`src/include/rv_settings.svh`:
```
`ifndef RV_SETTINGS_SVH
`define RV_SETTINGS_SVH

// datapath and pc width
`define RV_XLEN 32

// register file address width, 32 registers
`define RV_REG_AW 5

// memory depths in 32-bit words
`define RV_IMEM_WORDS 64
`define RV_DMEM_WORDS 64

// addi x0, x0, 0
`define RV_NOP 32'h0000_0013

`endif

```
`src/design/rv_pkg.sv`:
```
`include "rv_settings.svh"

package rv_pkg;

    typedef logic [`RV_XLEN-1:0]   word_t;
    typedef logic [`RV_REG_AW-1:0] reg_addr_t;

    // base opcodes of the supported subset
    typedef enum logic [6:0] {
        OP_R      = 7'b0110011,
        OP_I      = 7'b0010011,
        OP_LOAD   = 7'b0000011,
        OP_STORE  = 7'b0100011,
        OP_BRANCH = 7'b1100011,
        OP_JAL    = 7'b1101111
    } opcode_e;

    typedef enum logic [3:0] {
        ALU_ADD = 4'd0,
        ALU_SUB = 4'd1,
        ALU_AND = 4'd2,
        ALU_OR  = 4'd3,
        ALU_SLT = 4'd4
    } alu_op_e;

    typedef enum logic [1:0] {
        RES_ALU = 2'd0,
        RES_MEM = 2'd1,
        RES_PC4 = 2'd2
    } result_src_e;

    typedef enum logic [1:0] {
        IMM_I = 2'd0,
        IMM_S = 2'd1,
        IMM_B = 2'd2,
        IMM_J = 2'd3
    } imm_src_e;

    typedef struct packed {
        logic        reg_write;
        logic        mem_write;
        logic        alu_src;    // 1 selects the immediate
        logic        branch;
        logic        bne;        // invert the zero test
        logic        jump;
        result_src_e result_src;
        alu_op_e     alu_op;
    } ctrl_t;

    typedef struct packed {
        word_t instr;
        word_t pc;
        word_t pc_plus4;
    } if_id_t;

    typedef struct packed {
        ctrl_t     ctrl;
        word_t     rd1;
        word_t     rd2;
        reg_addr_t rd;
        word_t     imm;
        word_t     pc;
        word_t     pc_plus4;
    } id_ex_t;

    typedef struct packed {
        logic        reg_write;
        logic        mem_write;
        result_src_e result_src;
        word_t       alu_result;
        word_t       write_data;
        reg_addr_t   rd;
        word_t       pc_plus4;
    } ex_mem_t;

    typedef struct packed {
        logic        reg_write;
        result_src_e result_src;
        word_t       alu_result;
        word_t       read_data;
        reg_addr_t   rd;
        word_t       pc_plus4;
    } mem_wb_t;

endpackage

```
`src/design/rv_imm_gen.sv`:
```
`timescale 1ns/1ps
`include "rv_settings.svh"

module rv_imm_gen import rv_pkg::*; (
    input  word_t    instr_i,
    input  imm_src_e imm_src_i,
    output word_t    imm_o
);

    logic sign;

    assign sign = instr_i[31];

    always_comb begin
        case (imm_src_i)
            IMM_I: imm_o = {{(`RV_XLEN-12){sign}}, instr_i[31:20]};
            IMM_S: imm_o = {{(`RV_XLEN-12){sign}}, instr_i[31:25], instr_i[11:7]};
            // b and j offsets are in halfwords, bit 0 is implied
            IMM_B: imm_o = {{(`RV_XLEN-13){sign}}, sign, instr_i[7],
                            instr_i[30:25], instr_i[11:8], 1'b0};
            IMM_J: imm_o = {{(`RV_XLEN-21){sign}}, sign, instr_i[19:12],
                            instr_i[20], instr_i[30:21], 1'b0};
            default: imm_o = '0;
        endcase
    end

endmodule

```
`config.mk`:
```
export PLATFORM = sky130hd
export DESIGN_NAME = rv_imm_gen
export DESIGN_NICKNAME = d
export VERILOG_FILES = /design/src/design/rv_pkg.sv /design/src/design/rv_imm_gen.sv
export VERILOG_INCLUDE_DIRS = /design/src /design/src/include
export SDC_FILE = /design/constraint.sdc
export NUM_CORES = 1
export LEC_CHECK = 0
export BUFFER_PORTS_ARGS = -buffer_cell sky130_fd_sc_hd__buf_2
export CORE_AREA = 4 4 41 43
export DETAILED_ROUTE_END_ITERATION = 8
export DIE_AREA = 0 0 45 47
export GPL_TIMING_DRIVEN = 0
export PLACE_DENSITY = 0.8
export SYNTH_ARGS = -nofsm -noshare
export SYNTH_HDL_FRONTEND = slang
export SYNTH_SLANG_ARGS = --single-unit
```
`constraint.sdc`:
```
create_clock -name vclk -period 0.85
set_input_delay 0.0425 -clock vclk [all_inputs]
set_output_delay 0.0425 -clock vclk [all_outputs]
set_load 0.005 [all_outputs]
```
==> flow_summary.yaml <==
finish:
  n_sequential_cell: 0
  fin_util_pct: 53.6
  num-clock-buffers: 0
  syn2layout_area_growth_pct: 116
  fin_nets: 129
  layout_common_cells: "47 x buf_2, 21 x buf_4, 8 x a31o_2, 5 x buf_6, 4 x mux2_4"
  fillers: 130
  layout_commonest_cell: "buf_2"
  drive_gt1_share_pct: 94.6
  n_antenna_cell: 0
  multiInputGateArea_sq_um: 209
  seq_area_sq_um: 0
worst_setup_path:
  end_kind: "primary output"
  worst_setup_path_startpoint: "imm_src_i[1]"
  cp.arrival_ns: 0.85
  crit_end: "imm_o[1]"
  worstSetupPathType: "input pin to primary output"
  cp_max_fo: 4
  critPathRequiredTime_ns: 0.81
  start_kind: "input pin"
synthesis:
  synth_xor_area_share_pct: 5.04
  synth_top_family_by_area: "buffers and inverters"
  ys_warn_count: 0
  synthMuxAreaShare_pct: 20.2
  seq_area_frac_synth_pct: 0
  synthSimpleGateAreaFrac_pct: 2.33
  netlist_area_sq_um: 323
  synth_compound_area_share_pct: 26.7
  synth_nets: 73
  syn_avg_cell_area_sq_um: 8.28
  synth_fa_ha_area_share_pct: 0
  ys_types: 9
  synth_cells: 39
die:
  core_area_sq_um: 1300
  dieArea_sq_um: 2120
  initial_core_util_pct: 24.8
  die_h_um: 47
  ios: 66
  rows: 13
  fp.dieW_um: 45
grt:
  globalRouteOverflowTotal: 0
  antenna_found_initial: 0
  grt_max_degree: 15
  grt_pass1_vias: 426
  gr-usage-all-layers_pct: 11.3
  grt_pass1_wl_um: 1860
placement:
  gp_congestion: 0.605
  dp_hpwl_um: 929
  portBuffers: 53
power_and_ir_drop:
  seq_power_share_pct: 0
  ir_worst_vdd_v: 0.000241
  powerDensity_nw_per_um2: 590
  p_comb_share_pct: 100.0
  intPower_uw: 266
  p_switching_uw: 145
  p_sw_share_pct: 35.3
  p_leak_nw: 0.418
  p_clk_share_pct: 0
sta:
  holdWs_ns: 0.251
  setup_viol: 4
  hold_violations: 0
  setup_ws_ns: -0.0375
  fin_crit_ns: 0.888
  slew_violations: 0
  fin_crit_sh_pct: 104
  max_freq_mhz: 1130
  slew_headroom_pct: 84.4
  rsz0062_at_grt: "true"
  worstMarginPinSlew_ns: 0.233
routing:
  ant_nets: 0
  drt-initial-drc-count: 1
  drc: 0
  drt_wl_total_um: 1270
  wl_per_cell_um: 11.7
  drtPass1Iterations: 3
  vias_per_cell: 4.18
  route.vias.total: 451
hold_path:
  hold_class: "input pin to primary output"
flow_run:
  drv_cap: 0
outcome:
  violations: "negative setup slack"
  status: "finished, violations left"
cts:
  holdBufCountCts: 0
## metal layers
metal,track usage (%),share of wire (%),vias up
met5,0,0,-
met4,0,0,0
met3,1.15,13,0
met1,13.5,39,187
li1,-,-,230
met2,22.6,48,34
## cells by family after synthesis
group           after synthesis
mux                           6
buf+inv                      20
xor+xnor                      1
simple gates                  2
compound gates               10
## critical path, stage by stage
cell,delay [ns]
buf_12,0.11
xor2_4,0.24
mux2_4,0.33
buf_6,0.12
## how the worst min path moves through the flow
stage | start | endpoint | slack [ns] | depth (start not counted)
3_3_place_gp | instr_i[30] | imm_o[10] | 0.25 | 2
3_5_place_dp | instr_i[25] | imm_o[5] | 0.25 | 2
6_report | instr_i[28] | imm_o[8] | 0.25 | 2
5_1_grt | instr_i[26] | imm_o[6] | 0.26 | 2
2_1_floorplan | instr_i[30] | imm_o[10] | 0.17 | 1
4_1_cts | instr_i[25] | imm_o[5] | 0.25 | 2
## metrics by stage
| stage | instance area [sq um] | TNS, ns | setup slack, ns | instances | total power, mW |
|---|---|---|---|---|---|
| finish | 697 | -0.130 | -0.0375 | 108 | 0.411 |
| CTS | 697 | -0.113 | -0.0299 | 108 | 0.413 |
| detailed placement | 607 | -1.17 | -0.117 | 107 | 0.340 |
| global placement | 607 | -1.02 | -0.0914 | 107 | 0.336 |
| floorplan | 323 | 0 | 0.193 | 39 | 0.177 |
| global route | 697 | -0.321 | -0.0717 | 108 | 0.447 |
## Yosys cell counts
library cell / instances / share of area [%]
a21boi_2: 1 / 3.5
a21oi_1: 1 / 1.5
a31o_2: 8 / 22
buf_2: 1 / 1.5
buf_4: 19 / 44
mux2_2: 4 / 14
mux2i_1: 2 / 6.2
nor2_1: 2 / 2.3
xor2_2: 1 / 5.0
## area by class of cell
class | count | area share [%]
tap | 15 | 2.69
buffer | 20 | 21.2
multi-input combinational | 19 | 30.0
timing repair buffer | 54 | 46.1
## power groups by stage
stage	Clock [mW]	Sequential, mW	Combinational [mW]
after floorplan	0	0	0.177
after global placement	0	0	0.336
after detailed placement	0	0	0.340
after CTS	0	0	0.413
after global routing	0	0	0.447
final	0	0	0.411
## timing repair
action,CTS,global route
resized for setup,17,0
pin swaps,1,1
setup endpoints to repair,12,12
setup buffers,1,0
(Power assumes the default switching activity.)
