`config.mk`:
```
export PLATFORM = sky130hd
export DESIGN_NAME = rv_alu
export DESIGN_NICKNAME = d
export VERILOG_FILES = /design/src/design/rv_pkg.sv /design/src/design/rv_alu.sv
export VERILOG_INCLUDE_DIRS = /design/src /design/src/include
export SDC_FILE = /design/constraint.sdc
export NUM_CORES = 1
export LEC_CHECK = 0
export BUFFER_PORTS_ARGS = -buffer_cell sky130_fd_sc_hd__buf_2
export CORE_MARGIN = 10
export CORE_UTILIZATION = 60
export DETAILED_ROUTE_END_ITERATION = 8
export PLACE_DENSITY = 0.86
export SETUP_SLACK_MARGIN = 0.5
export SLEW_MARGIN = 20
export SYNTH_ARGS = -nofsm -noshare
export SYNTH_HDL_FRONTEND = slang
export SYNTH_SLANG_ARGS = --single-unit
```
`constraint.sdc`:
```
create_clock -name vclk -period 5.15
set_input_delay 0.7725 -clock vclk [all_inputs]
set_output_delay 0.7725 -clock vclk [all_outputs]
set_load 0.01 [all_outputs]
```
`src/include/rv_settings.svh`:
```
`ifndef RV_SETTINGS_SVH
`define RV_SETTINGS_SVH

// datapath and pc width
`define RV_XLEN 32

// register file address width, 32 registers
`define RV_REG_AW 5

// memory depths in 32-bit words
`define RV_IMEM_WORDS 64
`define RV_DMEM_WORDS 64

// addi x0, x0, 0
`define RV_NOP 32'h0000_0013

`endif

```
`src/design/rv_pkg.sv`:
```
`include "rv_settings.svh"

package rv_pkg;

    typedef logic [`RV_XLEN-1:0]   word_t;
    typedef logic [`RV_REG_AW-1:0] reg_addr_t;

    // base opcodes of the supported subset
    typedef enum logic [6:0] {
        OP_R      = 7'b0110011,
        OP_I      = 7'b0010011,
        OP_LOAD   = 7'b0000011,
        OP_STORE  = 7'b0100011,
        OP_BRANCH = 7'b1100011,
        OP_JAL    = 7'b1101111
    } opcode_e;

    typedef enum logic [3:0] {
        ALU_ADD = 4'd0,
        ALU_SUB = 4'd1,
        ALU_AND = 4'd2,
        ALU_OR  = 4'd3,
        ALU_SLT = 4'd4
    } alu_op_e;

    typedef enum logic [1:0] {
        RES_ALU = 2'd0,
        RES_MEM = 2'd1,
        RES_PC4 = 2'd2
    } result_src_e;

    typedef enum logic [1:0] {
        IMM_I = 2'd0,
        IMM_S = 2'd1,
        IMM_B = 2'd2,
        IMM_J = 2'd3
    } imm_src_e;

    typedef struct packed {
        logic        reg_write;
        logic        mem_write;
        logic        alu_src;    // 1 selects the immediate
        logic        branch;
        logic        bne;        // invert the zero test
        logic        jump;
        result_src_e result_src;
        alu_op_e     alu_op;
    } ctrl_t;

    typedef struct packed {
        word_t instr;
        word_t pc;
        word_t pc_plus4;
    } if_id_t;

    typedef struct packed {
        ctrl_t     ctrl;
        word_t     rd1;
        word_t     rd2;
        reg_addr_t rd;
        word_t     imm;
        word_t     pc;
        word_t     pc_plus4;
    } id_ex_t;

    typedef struct packed {
        logic        reg_write;
        logic        mem_write;
        result_src_e result_src;
        word_t       alu_result;
        word_t       write_data;
        reg_addr_t   rd;
        word_t       pc_plus4;
    } ex_mem_t;

    typedef struct packed {
        logic        reg_write;
        result_src_e result_src;
        word_t       alu_result;
        word_t       read_data;
        reg_addr_t   rd;
        word_t       pc_plus4;
    } mem_wb_t;

endpackage

```
`src/design/rv_alu.sv`:
```
`timescale 1ns/1ps
`include "rv_settings.svh"

module rv_alu import rv_pkg::*; (
    input  word_t   a_i,
    input  word_t   b_i,
    input  alu_op_e op_i,
    output word_t   y_o,
    output logic    zero_o
);

    logic lt;

    assign lt = $signed(a_i) < $signed(b_i);

    always_comb begin
        case (op_i)
            ALU_ADD: y_o = a_i + b_i;
            ALU_SUB: y_o = a_i - b_i;
            ALU_AND: y_o = a_i & b_i;
            ALU_OR:  y_o = a_i | b_i;
            ALU_SLT: y_o = {{(`RV_XLEN-1){1'b0}}, lt};
            default: y_o = '0;
        endcase
    end

    assign zero_o = (y_o == '0);  // beq/bne test

endmodule

```
==> impl_metrics.ini <==
[pwr]
internal_power_mw = 0.344
sw_frac_of_total_pct = 57.3
pwr-share-clk_pct = 0
pwr-share-seq_pct = 0
p_sw_mw = 0.461
power-per-cell-area_mw_per_mm2 = 118
p_leak_nw = 3.42
p_comb_share_pct = 100.0
vdd_drop_max_uv = 74.9

[critical_path]
critPathMaxFanout = 5
start_kind = input pin
worstPathArrival_ns = 4.69
timing_worst_setup_path_type = input pin to primary output
critPathRequiredTime_ns = 4.38
crit_chain = buf_2, inv_2, ha_4, o211ai_1, o21ai_1, a32oi_2, xnor2_1, a221o_1, or4_1, or4_4, or4_4, nor4b_4, nor4b_4, and4b_1, buf_2
cp-end-kind = primary output
cpPeakStageDelay_ns = 0.52
crit_slowest_cell = or4_1

[route]
wl_met2_um = 10000
drc_errors = 0
vias = 7109
top_layer = met4
drtIter0Drc = 1022
met3_length_um = 2660
firstDrtPassIters = 8
routed_wl_um = 22100
avgRoutedWirePerCell_um = 20.8
antenna_left = 0
wl_met1_um = 8120
routed_via_density = 6.70

[sta]
fin_tns_setup_ns = -0.309
min_period_ns = 5.46
whs_ns = 2.08
worst_pin_slew_ns = 0.669
fin_ws_ns = -0.309
drv_slew = 0
setup-violations-final = 1
relSlewSlack_pct = 54.9
hold_violations = 0
timing.final.crit_share_pct = 106
fmax_mhz = 183
rsz0062_at_grt = true

[layout]
nets = 1132
n_antenna_cell = 0
seq_area_um2 = 0
utilization_pct = 81.7
drive_gt1_share_pct = 29.8
final_common_cell = buf_4
layout_common_cells = buf_4, buf_2, ha_1
seq_cells = 0
nClkBuffers = 0
area_growth_pct = 30.4

[outcome]
status = finished, violations left
violations = setup timing

[floorplan]
initial_utilization_pct = 62.6
rows = 33
die_h_um = 113
ios = 101
dieArea_mm2 = 0.0128
coreArea_mm2 = 0.00834
die_w_um = 113

[logic_synthesis]
yosys_warnings = 0
synth_area_mm2 = 0.00522
ys_top_cells_by_area = ha_1, a21oi_1, inv_1
synth_top_area_cell = ha_1
synth_nets = 948
synthCells = 774
avgSynthCellArea_um2 = 6.75
synthDistinctLibCells = 78
yosysSeqAreaShare_pct = 0
synth.top_cell.area_share_pct = 24.9

[place]
gp_congestion = 1.03
pre_cts_slack_ns = -0.317
port_buffers = 101
dpl.hpwl_um = 17000

[grt]
overflow = 0
grt_usage_pct = 30.1
grt_pass1_wl_um = 33300
antenna_found_initial = 0
grt_pass1_vias = 6863
grt_max_degree = 23

[clocking]
ctsHoldBuffers = 0

[flow_run]
drv_cap = 0

[worst_hold_path]
hold_class = input pin to primary output
==> synth_stat cells (3+ instances only) <==
cell	instances
nor4_1	6
a21oi_1	72
or4_1	6
nor3b_1	4
o31ai_1	6
a21o_1	13
nand3_1	10
o311ai_0	4
and3_1	3
o221ai_1	14
nor2b_1	7
o22ai_1	6
o21bai_1	15
a2111oi_0	4
nor2_1	55
a211o_1	5
o211ai_1	15
o2111ai_1	3
a221o_2	4
nand2b_1	6
clkbuf_8	6
clkbuf_1	23
or3_1	8
buf_1	4
xnor2_1	14
xor2_1	5
inv_1	91
o31a_1	5
a311o_1	3
nor3_1	32
ha_1	104
or2_2	4
mux2i_1	4
a221o_1	5
o21ai_1	4
o21ai_0	39
and2_1	3
o21a_1	9
buf_2	5
nand4_1	12
a31oi_1	9
a211oi_1	13
nand2_1	67
==> final cells by class <==
class                           instances  area (um^2)
Timing Repair Buffer                  226         1450
Inverter                               92          348
Tap cell                              105          131
Multi-Input combinational cell        638         4880
Fill cell                             590         1530
==> cells by family after synthesis <==
logic type | Yosys count | share of synthesized area, %
AO/OA/AOI/OAI | 273 | 36.0
AND/OR/NAND/NOR | 235 | 22.3
buffers and inverters | 136 | 11.6
adder cells (fa/ha/maj) | 106 | 25.7
XOR/XNOR | 19 | 3.19
multiplexers | 5 | 1.20
==> power groups by stage <==
| stage | Combinational (mW) | Sequential [mW] | Clock, mW |
|---|---|---|---|
| global placement | 0.699 | 0 | 0 |
| finish | 0.805 | 0 | 0 |
| detailed placement | 0.720 | 0 | 0 |
| floorplan | 0.435 | 0 | 0 |
| CTS | 0.734 | 0 | 0 |
| global route | 0.859 | 0 | 0 |
==> worst paths after layout <==
kind,start,end,slack [ns],depth (start not counted)
setup / recovery,b_i[2],zero_o,-0.31,15
hold / removal,op_i[3],y_o[25],2.08,4
==> critical path, delay by kind of cell <==
kind | cells | cell delay [ns]
compound gates | 4 | 1.16
simple gates | 6 | 2.11
xor+xnor | 1 | 0.09
fa+ha+maj | 1 | 0.22
buf+inv | 3 | 0.34
==> metrics by stage <==
| step | instances | cell area, um^2 | power, mW |
|---|---|---|---|
| after floorplan | 774 | 5250 | 0.435 |
| after global placement | 1059 | 6550 | 0.699 |
| after detailed placement | 1059 | 6550 | 0.720 |
| after CTS | 1059 | 6590 | 0.734 |
| after global routing | 1061 | 6810 | 0.859 |
| final | 1061 | 6810 | 0.805 |
==> timing repair <==
| item | 4_1_cts | 5_1_grt |
|---|---|---|
| pin swaps | 7 | 11 |
| resized for setup | 10 | 42 |
| setup endpoints to repair | 1 | 8 |
| setup buffers | 0 | 2 |
==> per-layer routing <==
metal	up-vias	GRT usage, %
met5	-	0
met4	0	11.6
met3	155	6.23
met2	587	50.8
met1	3179	36.3
li1	3188	-
Power figures use the tool's default switching activity.
