[src/include/rv_settings.svh]
`ifndef RV_SETTINGS_SVH
`define RV_SETTINGS_SVH

// datapath and pc width
`define RV_XLEN 32

// register file address width, 32 registers
`define RV_REG_AW 5

// memory depths in 32-bit words
`define RV_IMEM_WORDS 64
`define RV_DMEM_WORDS 64

// addi x0, x0, 0
`define RV_NOP 32'h0000_0013

`endif

[src/design/rv_pkg.sv]
`include "rv_settings.svh"

package rv_pkg;

    typedef logic [`RV_XLEN-1:0]   word_t;
    typedef logic [`RV_REG_AW-1:0] reg_addr_t;

    // base opcodes of the supported subset
    typedef enum logic [6:0] {
        OP_R      = 7'b0110011,
        OP_I      = 7'b0010011,
        OP_LOAD   = 7'b0000011,
        OP_STORE  = 7'b0100011,
        OP_BRANCH = 7'b1100011,
        OP_JAL    = 7'b1101111
    } opcode_e;

    typedef enum logic [3:0] {
        ALU_ADD = 4'd0,
        ALU_SUB = 4'd1,
        ALU_AND = 4'd2,
        ALU_OR  = 4'd3,
        ALU_SLT = 4'd4
    } alu_op_e;

    typedef enum logic [1:0] {
        RES_ALU = 2'd0,
        RES_MEM = 2'd1,
        RES_PC4 = 2'd2
    } result_src_e;

    typedef enum logic [1:0] {
        IMM_I = 2'd0,
        IMM_S = 2'd1,
        IMM_B = 2'd2,
        IMM_J = 2'd3
    } imm_src_e;

    typedef struct packed {
        logic        reg_write;
        logic        mem_write;
        logic        alu_src;    // 1 selects the immediate
        logic        branch;
        logic        bne;        // invert the zero test
        logic        jump;
        result_src_e result_src;
        alu_op_e     alu_op;
    } ctrl_t;

    typedef struct packed {
        word_t instr;
        word_t pc;
        word_t pc_plus4;
    } if_id_t;

    typedef struct packed {
        ctrl_t     ctrl;
        word_t     rd1;
        word_t     rd2;
        reg_addr_t rd;
        word_t     imm;
        word_t     pc;
        word_t     pc_plus4;
    } id_ex_t;

    typedef struct packed {
        logic        reg_write;
        logic        mem_write;
        result_src_e result_src;
        word_t       alu_result;
        word_t       write_data;
        reg_addr_t   rd;
        word_t       pc_plus4;
    } ex_mem_t;

    typedef struct packed {
        logic        reg_write;
        result_src_e result_src;
        word_t       alu_result;
        word_t       read_data;
        reg_addr_t   rd;
        word_t       pc_plus4;
    } mem_wb_t;

endpackage

[src/design/rv_dmem.sv]
`timescale 1ns/1ps
`include "rv_settings.svh"

module rv_dmem import rv_pkg::*; (
    input  logic  clk_i,
    input  word_t addr_i,
    input  word_t wdata_i,
    input  logic  we_i,
    output word_t rdata_o
);

    localparam int AW = $clog2(`RV_DMEM_WORDS);

    word_t mem [`RV_DMEM_WORDS];

    always_ff @(posedge clk_i) begin
        if (we_i) begin
            mem[addr_i[AW+1:2]] <= wdata_i;
        end
    end

    assign rdata_o = mem[addr_i[AW+1:2]];  // word accesses only

endmodule

[config.mk]
export PLATFORM = sky130hd
export DESIGN_NAME = rv_dmem
export DESIGN_NICKNAME = d
export VERILOG_FILES = /design/src/design/rv_pkg.sv /design/src/design/rv_dmem.sv
export VERILOG_INCLUDE_DIRS = /design/src /design/src/include
export SDC_FILE = /design/constraint.sdc
export NUM_CORES = 2
export LEC_CHECK = 0
export ABC_AREA = 1
export BUFFER_PORTS_ARGS = -buffer_cell sky130_fd_sc_hd__buf_2
export CAP_MARGIN = 20
export CORE_UTILIZATION = 39
export DETAILED_ROUTE_END_ITERATION = 10
export PLACE_DENSITY = 0.58
export RECOVER_POWER = 100
export SYNTH_ARGS = -nofsm -noshare
export SYNTH_HDL_FRONTEND = slang
export SYNTH_SLANG_ARGS = --single-unit
[constraint.sdc]
create_clock -name clk_i -period 8.2 [get_ports clk_i]
set_input_delay 0 -clock clk_i [delete_from_list [all_inputs] [get_ports clk_i]]
set_output_delay 0 -clock clk_i [all_outputs]
set_load 0.005 [all_outputs]
==> results.tsv <==
stage	metric	value	unit
synthesis	syn_inst	8408	
drt	drc	0	
synthesis	synthFlopType	edfxtp_1	
synthesis	synth.largest_area_cell	edfxtp_1	
synthesis	netlist_top_cells_area	edfxtp_1, nand2_1, buf_2	
sta	rsz0062_at_grt	false	
clock_tree	cts_buffer_depth	3	
floorplan	dieHeight	471	um
floorplan	core	218000	um^2
finish	fin_area	96000	um^2
drt	drtIter0Drc	5350	
synthesis	syn_nets	8474	
sta	final_min_period_over_clock_period	76.2	%
drt	met1_length	105	mm
grt	antenna_found_initial	5	
grt	grt_pass1_wl	356	mm
grt	track_usage	21.6	%
synthesis	yosysMostFrequentCell	nand2_1	
sta	relSlewSlack	-169	%
sta	finalHoldViolations	0	
flow_run	drv_cap	76	
power_and_ir_drop	peakVddDrop	0.183	mV
synthesis	synth-edff-count	2048	
clock_tree	cts_tree	yes	
floorplan	initial_utilization	39.4	%
drt	ant_nets	0	
synthesis	yosys.area.top_type_share	71.6	%
floorplan	fp.dieW	471	um
drt	via_per_inst	4.99	
synthesis	syn_area	85900	um^2
finish	largest_reg_flops	2048	
run_status	status	complete, but fails checks	
sta	min_period	6250	ps
sta	achievable-frequency	160	MHz
place	port_buffers	71	
worst_setup_path	worstSetupPathType	in -> reg	
synthesis	synth-seq-area-share	71.6	%
floorplan	io_pins	98	
place	dp.cells	11063	
place	place_ws	3610	ps
worst_setup_path	critical_path_required	8680	ps
finish	drive_above_1_share	5.53	%
drt	drt_wl_total	243	mm
drt	wl_met2	116	mm
finish	finalNonFillerCells	11488	
worst_setup_path	worstPathArrival	6730	ps
floorplan	dieArea	222000	um^2
clock_tree	cts-root-buf	clkbuf_16	
run_status	violations	max-capacitance violations, max-slew violations	
worst_hold_path	hold_path_class	in -> reg	
finish	nFillCells	20295	
worst_setup_path	endpoint_kind	flip-flop	
finish	nNetsFinal	8525	
grt	grt-ovfl-total	0	
power_and_ir_drop	power_leakage	0.0396	uW
drt	avgRoutedWirePerCell	21.2	um
power_and_ir_drop	pwr_density_cell	231	nW/um^2
synthesis	yosys-top-cells-count	nand2_1, edfxtp_1, buf_2	
synthesis	synth_async_sr_flop_share	0	%
drt	dr.pass1.iters	5	
worst_setup_path	worst_setup_path_start_kind	input port	
grt	grt_pass1_vias	53803	
floorplan	rows	171	
sta	setup_viol	0	
clock_tree	numCtsBuffers	212	
finish	area_delta_synth_final	11.8	%
clock_tree	clk_pin_slew_worst_paths	60	ps
sta	slew_violations	3372	
synthesis	synthDistinctLibCells	20	
drt	highest_layer	met4	
place	placed_cell_area	89600	um^2
place	dp_hpwl	124	mm
synthesis	syn_area_per_cell	10.2	um^2
sta	fin_setup_tns	0	ps
worst_setup_path	crit_fanout	142	
grt	grt_max_degree	177	
clock_tree	htreeDepth	4	
sta	worst_pin_slew	4040	ps
synthesis	synth_warnings	0	
place	place.gp.congestion	0.781	
clock_tree	cts.sinks	2048	
synthesis	ys_ff_latch	2048	
drt	wl_met3	15.2	mm
drt	vias	57284	
sta	layout_setup_ws	1950	ps
## report_power, final
group | internal [uW] | switching (uW) | leakage, uW | total, uW
registers | 11600 | 14.7 | 0.0184 | 11600
clock network | 5170 | 3990 | 0.00320 | 9160
logic | 311 | 1060 | 0.0180 | 1370
## layout by cell type, fill, tap and decap left out, drive strengths merged
master | netlist | routed
nand2 | 5728 | 5728
or2 | 6 | 6
diode | 0 | 1
buf | 286 | 131
inv | 30 | 37
clkinvlp | 0 | 5
o211ai | 5 | 5
nand3 | 13 | 13
nand4 | 2 | 2
nor4 | 2 | 2
clkinv | 0 | 98
nor2 | 137 | 137
dlygate4sd3 | 0 | 33
clkbuf | 136 | 362
bufinv | 0 | 11
nor3 | 8 | 8
o21ai | 7 | 7
edfxtp | 2048 | 2048
## repair_timing
action | CTS | global route
hold endpoints to repair | 2059 | 0
hold buffers | 33 | 0
gates resized for setup | 0 | 0
buffers inserted | 0 | 0
## metal layers
layer	vias up	GRT usage [%]
met1	27915	29.3
met3	357	3.07
met2	1730	35.8
met5	-	0
li1	27282	-
met4	0	6.80
## kinds of logic (layout without fill, tap and decap cells)
| family | after synthesis | in the layout | synth area share (%) |
|---|---|---|---|
| and+or+nand+nor | 5896 | 5896 | 25.9 |
| DFF | 2048 | 2048 | 71.6 |
| buffers and inverters | 452 | 677 | 2.41 |
| AOI/OAI and AO/OA | 12 | 12 | 0.0845 |
| other | 0 | 1 | 0 |
## final cells by class
cell class / instances / area, um^2 / area share [%]
inverters: 30 / 135 / 0.141
clock inverters: 121 / 910 / 0.948
clock buffers: 267 / 5620 / 5.85
flip-flops and latches: 2048 / 61500 / 64.1
diodes: 1 / 2.50 / 0.00261
repair buffers: 259 / 1660 / 1.73
well taps: 2854 / 3570 / 3.72
multi-input cells: 5908 / 22600 / 23.5
## stage by stage
stage | hold slack, ps | power (uW) | util [%]
after detailed placement | 439 | 13200 | 41.1
after CTS | 93.9 | 22300 | 44.3
after global placement | 442 | 13200 | 41.1
after global routing | 125 | 22800 | 44.0
after floorplan | 98.9 | 12600 | -
final | 139 | 22200 | 44.0
## path summary, 6_finish.rpt
check | from | endpoint | slack, ps | cells past startpoint
worst max-delay path | addr_i[2] | mem[21][25]$_DFFE_PP_ | 1950 | 5
worst min-delay path | addr_i[6] | mem[43][22]$_DFFE_PP_ | 140 | 4
## worst max-delay path: stages
cell and delay, ps:
buf_8 380, clkbuf_2 2630, nand3_1 1680, nor2_1 1260, buf_4 520
No activity file was read; power rests on OpenSTA's default activity.
