## config.mk

```make
export PLATFORM = sky130hd
export DESIGN_NAME = rv_imem
export DESIGN_NICKNAME = d
export VERILOG_FILES = /design/src/design/rv_pkg.sv /design/src/design/rv_imem.sv
export VERILOG_INCLUDE_DIRS = /design/src /design/src/include
export SDC_FILE = /design/constraint.sdc
export NUM_CORES = 2
export LEC_CHECK = 0
export BUFFER_PORTS_ARGS = -buffer_cell sky130_fd_sc_hd__buf_2
export CORE_MARGIN = 5
export CORE_UTILIZATION = 40
export CTS_BUF_LIST = sky130_fd_sc_hd__clkbuf_4 sky130_fd_sc_hd__clkbuf_8
export DETAILED_ROUTE_END_ITERATION = 8
export SLEW_MARGIN = 5
export SYNTH_ARGS = -nofsm -noshare
export SYNTH_HDL_FRONTEND = slang
export SYNTH_SLANG_ARGS = --single-unit
```

## constraint.sdc

```tcl
create_clock -name clk_i -period 4.3 [get_ports clk_i]
set_clock_uncertainty 0.05 [all_clocks]
set_input_delay 0.43 -clock clk_i [delete_from_list [all_inputs] [get_ports clk_i]]
set_output_delay 0.43 -clock clk_i [all_outputs]
set_load 0.005 [all_outputs]
```

## src/include/rv_settings.svh

```systemverilog
`ifndef RV_SETTINGS_SVH
`define RV_SETTINGS_SVH

// datapath and pc width
`define RV_XLEN 32

// register file address width, 32 registers
`define RV_REG_AW 5

// memory depths in 32-bit words
`define RV_IMEM_WORDS 64
`define RV_DMEM_WORDS 64

// addi x0, x0, 0
`define RV_NOP 32'h0000_0013

`endif

```

## src/design/rv_pkg.sv

```systemverilog
`include "rv_settings.svh"

package rv_pkg;

    typedef logic [`RV_XLEN-1:0]   word_t;
    typedef logic [`RV_REG_AW-1:0] reg_addr_t;

    // base opcodes of the supported subset
    typedef enum logic [6:0] {
        OP_R      = 7'b0110011,
        OP_I      = 7'b0010011,
        OP_LOAD   = 7'b0000011,
        OP_STORE  = 7'b0100011,
        OP_BRANCH = 7'b1100011,
        OP_JAL    = 7'b1101111
    } opcode_e;

    typedef enum logic [3:0] {
        ALU_ADD = 4'd0,
        ALU_SUB = 4'd1,
        ALU_AND = 4'd2,
        ALU_OR  = 4'd3,
        ALU_SLT = 4'd4
    } alu_op_e;

    typedef enum logic [1:0] {
        RES_ALU = 2'd0,
        RES_MEM = 2'd1,
        RES_PC4 = 2'd2
    } result_src_e;

    typedef enum logic [1:0] {
        IMM_I = 2'd0,
        IMM_S = 2'd1,
        IMM_B = 2'd2,
        IMM_J = 2'd3
    } imm_src_e;

    typedef struct packed {
        logic        reg_write;
        logic        mem_write;
        logic        alu_src;    // 1 selects the immediate
        logic        branch;
        logic        bne;        // invert the zero test
        logic        jump;
        result_src_e result_src;
        alu_op_e     alu_op;
    } ctrl_t;

    typedef struct packed {
        word_t instr;
        word_t pc;
        word_t pc_plus4;
    } if_id_t;

    typedef struct packed {
        ctrl_t     ctrl;
        word_t     rd1;
        word_t     rd2;
        reg_addr_t rd;
        word_t     imm;
        word_t     pc;
        word_t     pc_plus4;
    } id_ex_t;

    typedef struct packed {
        logic        reg_write;
        logic        mem_write;
        result_src_e result_src;
        word_t       alu_result;
        word_t       write_data;
        reg_addr_t   rd;
        word_t       pc_plus4;
    } ex_mem_t;

    typedef struct packed {
        logic        reg_write;
        result_src_e result_src;
        word_t       alu_result;
        word_t       read_data;
        reg_addr_t   rd;
        word_t       pc_plus4;
    } mem_wb_t;

endpackage

```

## src/design/rv_imem.sv

```systemverilog
`timescale 1ns/1ps
`include "rv_settings.svh"

module rv_imem import rv_pkg::*; #(
    parameter int AW = $clog2(`RV_IMEM_WORDS)
) (
    input  logic          clk_i,
    input  logic          rst_n_i,
    input  logic          run_i,
    input  logic          prog_valid_i,
    input  logic [AW-1:0] prog_addr_i,   // word index
    input  word_t         prog_data_i,
    output logic          prog_ready_o,
    input  word_t         addr_i,        // byte address from the pc
    output word_t         instr_o
);

    word_t mem [`RV_IMEM_WORDS];
    logic  load;

    // the array can only be loaded while the core is stopped
    assign prog_ready_o = ~run_i;

    // nothing is stored while the core is held in reset
    assign load = prog_valid_i & prog_ready_o & rst_n_i;

    always_ff @(posedge clk_i) begin
        if (load) begin
            mem[prog_addr_i] <= prog_data_i;
        end
    end

    assign instr_o = mem[addr_i[AW+1:2]];  // drop the byte offset

endmodule

```

==> flow_summary.json <==
{
  "die-area_um2": 203000,
  "setup.worst_path.start": "mem[7][27]$_DFFE_PP_",
  "vias": 37700,
  "gp_congestion": 0.797,
  "crit_buf_inv": 1,
  "largest_reg_flops": 2048,
  "min_period_ps": 4040,
  "fin_crit_sh_pct": 94.0,
  "setup_viol": 0,
  "leakage_nw": 28.0,
  "cp_data_arrival_time_ps": 3560,
  "dr.pass1.iters": 6,
  "dp_hpwl_um": 117000,
  "worstSetupEndpointType": "primary output",
  "slowest_delay_ps": 770,
  "finalHoldViolCount": 0,
  "core_area_um2": 193000,
  "cp_slowest_cell": "a21oi_1",
  "root_buffer": "clkbuf_8",
  "htreeDepth": 5,
  "synthArstFlopShare_pct": 0,
  "post_cts_buffers": 0,
  "path_class": "flip-flop to primary output",
  "first_iter_violations": 3958,
  "area_growth_pct": 15.6,
  "synth_ff_type": "edfxtp_1",
  "cp_num_cells": 6,
  "fmax_mhz": 247,
  "synth.avg_cell_area_um2": 23.6,
  "seq_area_frac_synth_pct": 79.2,
  "timing.hold.ws_ps": 85.8,
  "wl_um": 201000,
  "status": "completed",
  "crit_path_start_kind": "flip-flop",
  "grt_pass1_wl_um": 286000,
  "endpoint": "instr_o[27]",
  "antenna_left": 0,
  "io_pins": 107,
  "synth.distinct_cells": 36,
  "synth_area_leaders": "edfxtp_1, mux4_2, a221oi_1",
  "fin_area_um2": 89700,
  "synth-seq-cells": 2048,
  "min_path_type": "input port to flip-flop",
  "fin_setup_tns_ps": 0,
  "cts_resized": 0,
  "drive_gt1_share_pct": 35.3,
  "rows": 161,
  "grt_usage_pct": 19.6,
  "tightest_slew_ps": 1280,
  "reg_top3": "mem (2048)",
  "cts_tree": "done",
  "drc": 0,
  "antenna_found_initial": 14,
  "cts_buffers": 339,
  "regMostFlops": "mem",
  "crit_family": "compound AO/OA/AOI/OAI gates",
  "clkTransAtPathRegs_ps": 50,
  "yosys.area.top_type_share_pct": 79.2,
  "crit_required_ps": 3820,
  "vias_per_cell": 5.73,
  "grt_max_degree": 65,
  "dpl_cell_area_um2": 83200,
  "grt.overflow.total": 0,
  "pwr_density_cell_nw_per_um2": 449,
  "irDropWorstVdd_v": 0.000274,
  "die_w_um": 451,
  "crit_fanout": 1,
  "clk_path_buf_depth": 4,
  "relSlewSlack_pct": 14.5,
  "numPortBuffers": 80,
  "synth-edff-count": 2048,
  "clock_sinks": 2048,
  "pre_cts_ws_ps": 425,
  "cp_cell_sequence": "mux4_2 -> mux2i_1 -> a211oi_1 -> a21oi_1 -> a311oi_1 -> buf_2",
  "syn_inst": 3290,
  "synth_largest_area_cell": "edfxtp_1",
  "rsz0062_at_grt": "no",
  "syn_nets": 3364,
  "syn_area_um2": 77600,
  "start_util_pct": 40.3,
  "slew_violations": 0,
  "ys_warn_count": 0,
  "layout.nets": 3888,
  "max_cap_violations": 0,
  "die_height_um": 451,
  "power.total_mw": 40.3,
  "worst_slack_ps": 259,
  "wl_per_cell_um": 30.5,
  "grt_pass1_vias": 39100
}
## cells in the mapped netlist, types with 6 or more instances
library cell	n
nand2b_1	6
nor2_1	108
buf_4	34
nand3b_1	6
mux2i_1	35
a22oi_1	36
a211oi_1	9
a21oi_1	52
buf_6	21
nor3_1	14
a22o_1	54
buf_2	35
buf_1	12
mux4_2	510
o22ai_1	73
clkbuf_1	76
nand3_1	11
o221ai_1	20
nand2_1	19
a311oi_1	9
nor2b_1	11
a221oi_1	54
o21ai_0	9
edfxtp_1	2048
## stage by stage
step           utilization (%)  instances
3_5_place_dp              43.1       5972
6_report                  46.5       6582
5_1_grt                   46.5       6580
4_1_cts                   46.5       6578
3_3_place_gp              43.1       5972
2_1_floorplan                -       3290
## layer usage
layer  track usage [%]  part of all wire, %  vias to the layer above  routed length [µm]
met4              7.19                  3.4                        6                6920
met5                 0                0.020                        -                  41
met3              4.01                  7.4                      305               14900
li1                  -                    -                    15400                   -
met1              26.8                   41                    20500               81700
met2              31.5                   48                     1578               97300
## worst min path at each step
stage | from | endpoint | cells after the start
4_1_cts | prog_data_i[16] | mem[51][16]$_DFFE_PP_ | 2
6_report | prog_data_i[10] | mem[2][10]$_DFFE_PP_ | 2
3_3_place_gp | prog_data_i[8] | mem[6][8]$_DFFE_PP_ | 1
3_5_place_dp | prog_data_i[8] | mem[4][8]$_DFFE_PP_ | 1
5_1_grt | prog_data_i[16] | mem[51][16]$_DFFE_PP_ | 2
2_1_floorplan | prog_data_i[0] | mem[0][0]$_DFFE_PP_ | 0
## layout by cell type, fill, tap and decap left out, types with 14 or more instances in the layout
| cell | n |
|---|---|
| clkinv_2 | 32 |
| mux4_2 | 510 |
| a221oi_1 | 54 |
| buf_2 | 77 |
| dlygate4sd3_1 | 27 |
| clkbuf_8 | 345 |
| clkbuf_4 | 110 |
| o22ai_1 | 73 |
| edfxtp_1 | 2048 |
| nor2_4 | 65 |
| nor2_1 | 42 |
| mux2i_1 | 35 |
| a21oi_1 | 52 |
| o221ai_1 | 20 |
| a22oi_1 | 36 |
| buf_12 | 45 |
| nor3_1 | 14 |
| a22o_1 | 54 |
| clkinv_1 | 80 |
| buf_4 | 215 |
| nand2_1 | 19 |
## cell type report
| class | count | area, µm² |
|---|---|---|
| Inverter | 1 | 3.75 |
| Tap cell | 2526 | 3160 |
| Clock buffer | 455 | 5570 |
| Multi-Input combinational cell | 1057 | 15600 |
| Fill cell | 15800 | 103000 |
| Sequential cell | 2048 | 61500 |
| Antenna cell | 4 | 10.0 |
| Timing Repair Buffer | 367 | 3220 |
| Clock inverter | 124 | 688 |
## cell families after synthesis
| group | synth area share [%] |
|---|---|
| AO/OA/AOI/OAI | 2.97 |
| buffers and inverters | 1.40 |
| AND/OR/NAND/NOR | 1.11 |
| multiplexers | 15.3 |
| flip-flops | 79.2 |
## power breakdown
group	switching [mW]	internal [mW]
registers	0.00867	22.0
logic	1.33	0.802
clock network	7.43	8.72
total	8.77	31.5
## repair_timing
action	4_1_cts	5_1_grt
hold buffers	27	0
endpoints found under the setup margin	0	0
hold endpoints to repair	751	0
Note: power is estimated with default switching activity, not from simulation.
