### config.mk
export PLATFORM = sky130hd
export DESIGN_NAME = rv_control
export DESIGN_NICKNAME = d
export VERILOG_FILES = /design/src/design/rv_pkg.sv /design/src/design/rv_control.sv
export VERILOG_INCLUDE_DIRS = /design/src /design/src/include
export SDC_FILE = /design/constraint.sdc
export NUM_CORES = 1
export LEC_CHECK = 0
export ABC_CLOCK_PERIOD_IN_PS = 1800
export BUFFER_PORTS_ARGS = -buffer_cell sky130_fd_sc_hd__buf_2
export CORE_AREA = 2 2 39 41
export DETAILED_ROUTE_END_ITERATION = 6
export DIE_AREA = 0 0 41 43
export GPL_ROUTABILITY_DRIVEN = 0
export PLACE_DENSITY = 0.8
export SLEW_MARGIN = 20
export SYNTH_ARGS = -nofsm -noshare
export SYNTH_HDL_FRONTEND = slang
export SYNTH_SLANG_ARGS = --single-unit
### constraint.sdc
create_clock -name clk_i -period 1.8 [get_ports clk_i]
set_clock_uncertainty 0.1 [all_clocks]
set_input_delay 0.09 -clock clk_i [delete_from_list [all_inputs] [get_ports clk_i]]
set_output_delay 0.09 -clock clk_i [all_outputs]
set_load 0.01 [all_outputs]
### src/include/rv_settings.svh
`ifndef RV_SETTINGS_SVH
`define RV_SETTINGS_SVH

// datapath and pc width
`define RV_XLEN 32

// register file address width, 32 registers
`define RV_REG_AW 5

// memory depths in 32-bit words
`define RV_IMEM_WORDS 64
`define RV_DMEM_WORDS 64

// addi x0, x0, 0
`define RV_NOP 32'h0000_0013

`endif

### src/design/rv_pkg.sv
`include "rv_settings.svh"

package rv_pkg;

    typedef logic [`RV_XLEN-1:0]   word_t;
    typedef logic [`RV_REG_AW-1:0] reg_addr_t;

    // base opcodes of the supported subset
    typedef enum logic [6:0] {
        OP_R      = 7'b0110011,
        OP_I      = 7'b0010011,
        OP_LOAD   = 7'b0000011,
        OP_STORE  = 7'b0100011,
        OP_BRANCH = 7'b1100011,
        OP_JAL    = 7'b1101111
    } opcode_e;

    typedef enum logic [3:0] {
        ALU_ADD = 4'd0,
        ALU_SUB = 4'd1,
        ALU_AND = 4'd2,
        ALU_OR  = 4'd3,
        ALU_SLT = 4'd4
    } alu_op_e;

    typedef enum logic [1:0] {
        RES_ALU = 2'd0,
        RES_MEM = 2'd1,
        RES_PC4 = 2'd2
    } result_src_e;

    typedef enum logic [1:0] {
        IMM_I = 2'd0,
        IMM_S = 2'd1,
        IMM_B = 2'd2,
        IMM_J = 2'd3
    } imm_src_e;

    typedef struct packed {
        logic        reg_write;
        logic        mem_write;
        logic        alu_src;    // 1 selects the immediate
        logic        branch;
        logic        bne;        // invert the zero test
        logic        jump;
        result_src_e result_src;
        alu_op_e     alu_op;
    } ctrl_t;

    typedef struct packed {
        word_t instr;
        word_t pc;
        word_t pc_plus4;
    } if_id_t;

    typedef struct packed {
        ctrl_t     ctrl;
        word_t     rd1;
        word_t     rd2;
        reg_addr_t rd;
        word_t     imm;
        word_t     pc;
        word_t     pc_plus4;
    } id_ex_t;

    typedef struct packed {
        logic        reg_write;
        logic        mem_write;
        result_src_e result_src;
        word_t       alu_result;
        word_t       write_data;
        reg_addr_t   rd;
        word_t       pc_plus4;
    } ex_mem_t;

    typedef struct packed {
        logic        reg_write;
        result_src_e result_src;
        word_t       alu_result;
        word_t       read_data;
        reg_addr_t   rd;
        word_t       pc_plus4;
    } mem_wb_t;

endpackage

### src/design/rv_control.sv
`timescale 1ns/1ps
`include "rv_settings.svh"

module rv_control import rv_pkg::*; (
    input  logic     clk_i,
    input  logic     rst_n_i,
    input  logic     run_i,
    input  word_t    instr_i,        // decode stage instruction
    input  ctrl_t    ex_ctrl_i,      // execute stage control
    input  logic     zero_i,
    input  logic     ex_imm_zero_i,
    output ctrl_t    ctrl_o,
    output imm_src_e imm_src_o,
    output logic     take_o,
    output logic     flush_o,
    output logic     done_o
);

    logic [2:0] funct3;
    logic       funct7_b5;
    logic       arith;      // r-type or i-type alu instruction
    logic       is_r;
    ctrl_t      dec;
    alu_op_e    alu_op;
    logic       done_q;

    assign funct3    = instr_i[14:12];
    assign funct7_b5 = instr_i[30];

    // main decoder
    always_comb begin
        dec       = '0;
        imm_src_o = IMM_I;
        arith     = 1'b0;
        is_r      = 1'b0;
        case (opcode_e'(instr_i[6:0]))
            OP_R: begin
                dec.reg_write = 1'b1;
                arith         = 1'b1;
                is_r          = 1'b1;
            end
            OP_I: begin
                dec.reg_write = 1'b1;
                dec.alu_src   = 1'b1;
                arith         = 1'b1;
            end
            OP_LOAD: begin
                dec.reg_write  = 1'b1;
                dec.alu_src    = 1'b1;
                dec.result_src = RES_MEM;
            end
            OP_STORE: begin
                dec.mem_write = 1'b1;
                dec.alu_src   = 1'b1;
                imm_src_o     = IMM_S;
            end
            OP_BRANCH: begin
                dec.branch = 1'b1;
                dec.bne    = funct3[0];   // 000 beq, 001 bne
                dec.alu_op = ALU_SUB;     // compare by subtraction
                imm_src_o  = IMM_B;
            end
            OP_JAL: begin
                dec.reg_write  = 1'b1;
                dec.jump       = 1'b1;
                dec.result_src = RES_PC4; // link
                imm_src_o      = IMM_J;
            end
            default: dec = '0;            // unknown opcodes act as bubbles
        endcase
    end

    // alu decoder, funct7 bit 5 only matters for register operands
    always_comb begin
        alu_op = dec.alu_op;
        if (arith) begin
            case (funct3)
                3'b000:  alu_op = (is_r && funct7_b5) ? ALU_SUB : ALU_ADD;
                3'b010:  alu_op = ALU_SLT;
                3'b110:  alu_op = ALU_OR;
                3'b111:  alu_op = ALU_AND;
                default: alu_op = ALU_ADD;
            endcase
        end
    end

    always_comb begin
        ctrl_o        = dec;
        ctrl_o.alu_op = alu_op;
    end

    // execute stage redirect
    assign take_o  = ex_ctrl_i.jump | (ex_ctrl_i.branch & (zero_i ^ ex_ctrl_i.bne));
    assign flush_o = take_o;  // kills the if_id and id_ex slots

    // a jal to itself ends the program
    always_ff @(posedge clk_i) begin
        if (!rst_n_i || !run_i) begin
            done_q <= 1'b0;
        end else if (take_o && ex_ctrl_i.jump && ex_imm_zero_i) begin
            done_q <= 1'b1;
        end
    end

    assign done_o = done_q;

endmodule

==> results.tsv <==
metric	value	unit
status	finished, final reports clean	
synth.top_cells.by_count	nor3_1, nand2_1, a21oi_1, buf_4	
synth.area.mux_share	0	
crit_path_max_fanout	6	
final_layout_size_suffix_gt1_frac	0.565	
finalNetCount	120	
min_period	1.41	ns
grt_pass1_vias	357	
worstHoldStart	rst_n_i	
dp.final_hpwl	681	um
grt_use_met3	0	
synth_compound_area_frac	0.175	
fin_crit_sh	0.784	
n_antenna_cell	0	
fmax	708	MHz
arrival	1.22	ns
synthMostInstantiatedCell	nor3_1	
routed_via_density	4.44	
drv_slew	0	
synth.area.top_cells	nor3_1, buf_4, nor4_4	
post_drt_wl_per_cell	8.66	um
ctsResizeCount	0	
synthAdderAreaFrac	0	
grt_max_degree	8	
r2r_end	done_o	
overflow	0	
syn_inst	38	
largest_register_ffs	1	
cts_setup_buffers	0	
yosysTopAreaCellShare	0.0948	
clk_pin_slew	0	ns
cts-hold-fix-buffers	0	
ys_async_sr_fraction	0	
syn-num-nets	87	
grt_pass1_wl	1210	um
clk_latency	0	ns
synth_top_family_by_area	simple AND/OR/NAND/NOR gates	
timing.critical_path.slowest_cell_delay	0.37	ns
setup.worst_path.start	instr_i[2]	
die_h	43	um
cp_common_cell	buf_2	
cp-start-kind	primary input	
drc	0	
antenna_found_initial	0	
die_w	41	um
yosys.area.top_type	nor3_1	
worstPathCellList	buf_2, or3_4, or2_4, nor4_4, buf_2	
pwr_density_cell	200	nW/um^2
criticalPathCategory	primary input to output port	
fp-row-count	14	
reg2regPathDepth	2	
core-area	1380	um^2
crit_path_top_delay_cell	or3_4	
design_area	432	um^2
setup_tns	0	ns
synth-simple-area-share	0.569	
met1_usage	0.0987	
io_buffers	34	
grt_util_met2	0.184	
leakage	0.242	nW
timing.rr.start	done_o	
ir_drop	0.000126	V
track_usage	0.0901	
ys_seq_area_frac	0.0758	
busiest_layer	met2	
synth_edf_count	0	
dpl-instance-area	432	um^2
synth-xor-area-share	0.0664	
hold_class	primary input to register	
antenna_left	0	
via_count	377	
critPathRequiredTime	1.61	ns
postRouteWirelength	736	um
crit_end	ctrl_o[2]	
synth_flop_cell	dfxtp_1	
cap_violations	0	
yosysWarnings	0	
finalHoldViolCount	0	
ys_seq_elements	1	
worstSetupEndpointType	output port	
first_iter_violations	4	
syn-cell-area	264	um^2
rsz0062_at_grt	no	
syn_area_per_cell	6.95	um^2
setup_viol	0	
ios	66	
first_pass_iters	4	
die_area	1760	um^2
r2r_slack	1.14	ns
area_delta_synth_final	63.5	%
synth_cell_types	23	
initial_core_util	0.191	
[cells in the final DEF (no fill, tap or decap)]
cell / instances
nand2_1: 4
inv_1: 1
dfxtp_1: 1
nor2_1: 2
nand3b_1: 1
or2_4: 1
a31o_2: 1
a21o_1: 2
nor3b_1: 1
nor4bb_1: 1
nand3_1: 1
buf_2: 34
and2_1: 1
nor3_1: 5
nor4_1: 1
xor2_1: 2
or3_4: 1
conb_1: 1
or2_2: 1
nor4_4: 1
a211oi_1: 1
nand2b_1: 2
a21oi_1: 3
[metal layers]
layer  share of wire  vias up
met5               0        -
li1                -      197
met1            0.33      160
met3           0.090        0
met2            0.58       20
met4               0        0
[area by class of cell]
cell class / instances / area (um^2)
Multi-Input combinational cell: 33 / 218
Tap cell: 16 / 20.0
Inverter: 1 / 3.75
Timing Repair Buffer: 34 / 170
Fill cell: 158 / 952
Sequential cell: 1 / 20.0
[per-stage QoR]
stage	std cells	util	hold WS, ns	total power [mW]	setup WS (ns)
final	85	0.312	0.224	0.0862	0.389
after global routing	85	0.312	0.244	0.0953	0.330
after CTS	85	0.312	0.231	0.0872	0.381
after detailed placement	85	0.312	0.231	0.0871	0.384
after global placement	85	0.312	0.215	0.0856	0.388
after floorplan	38	-	0.106	0.0545	0.579
[where the power goes]
group,leakage [nW],total (mW),switching (mW),internal (mW)
Sequential,0.00816,0.0238,0.000398,0.0234
Clock,0,0,0,0
Combinational,0.233,0.0624,0.0322,0.0302
[worst max-delay path, delay by kind of cell]
family / cells / cell delay [ns]
AND/OR/NAND/NOR: 3 / 0.83
buffers and inverters: 2 / 0.29
[how the worst min path moves through the flow]
stage,cells past startpoint,slack [ns],endpoint
floorplan,1,0.11,ctrl_o[2]
global placement,3,0.22,done_o
detailed placement,3,0.23,done_o
CTS,3,0.23,done_o
global route,3,0.24,done_o
finish,3,0.22,done_o
[kinds of logic after synthesis]
family	Yosys count
xor+xnor	2
buf+inv	4
simple gates	23
other cells	1
compound gates	7
flops	1
(Power assumes the default switching activity.)
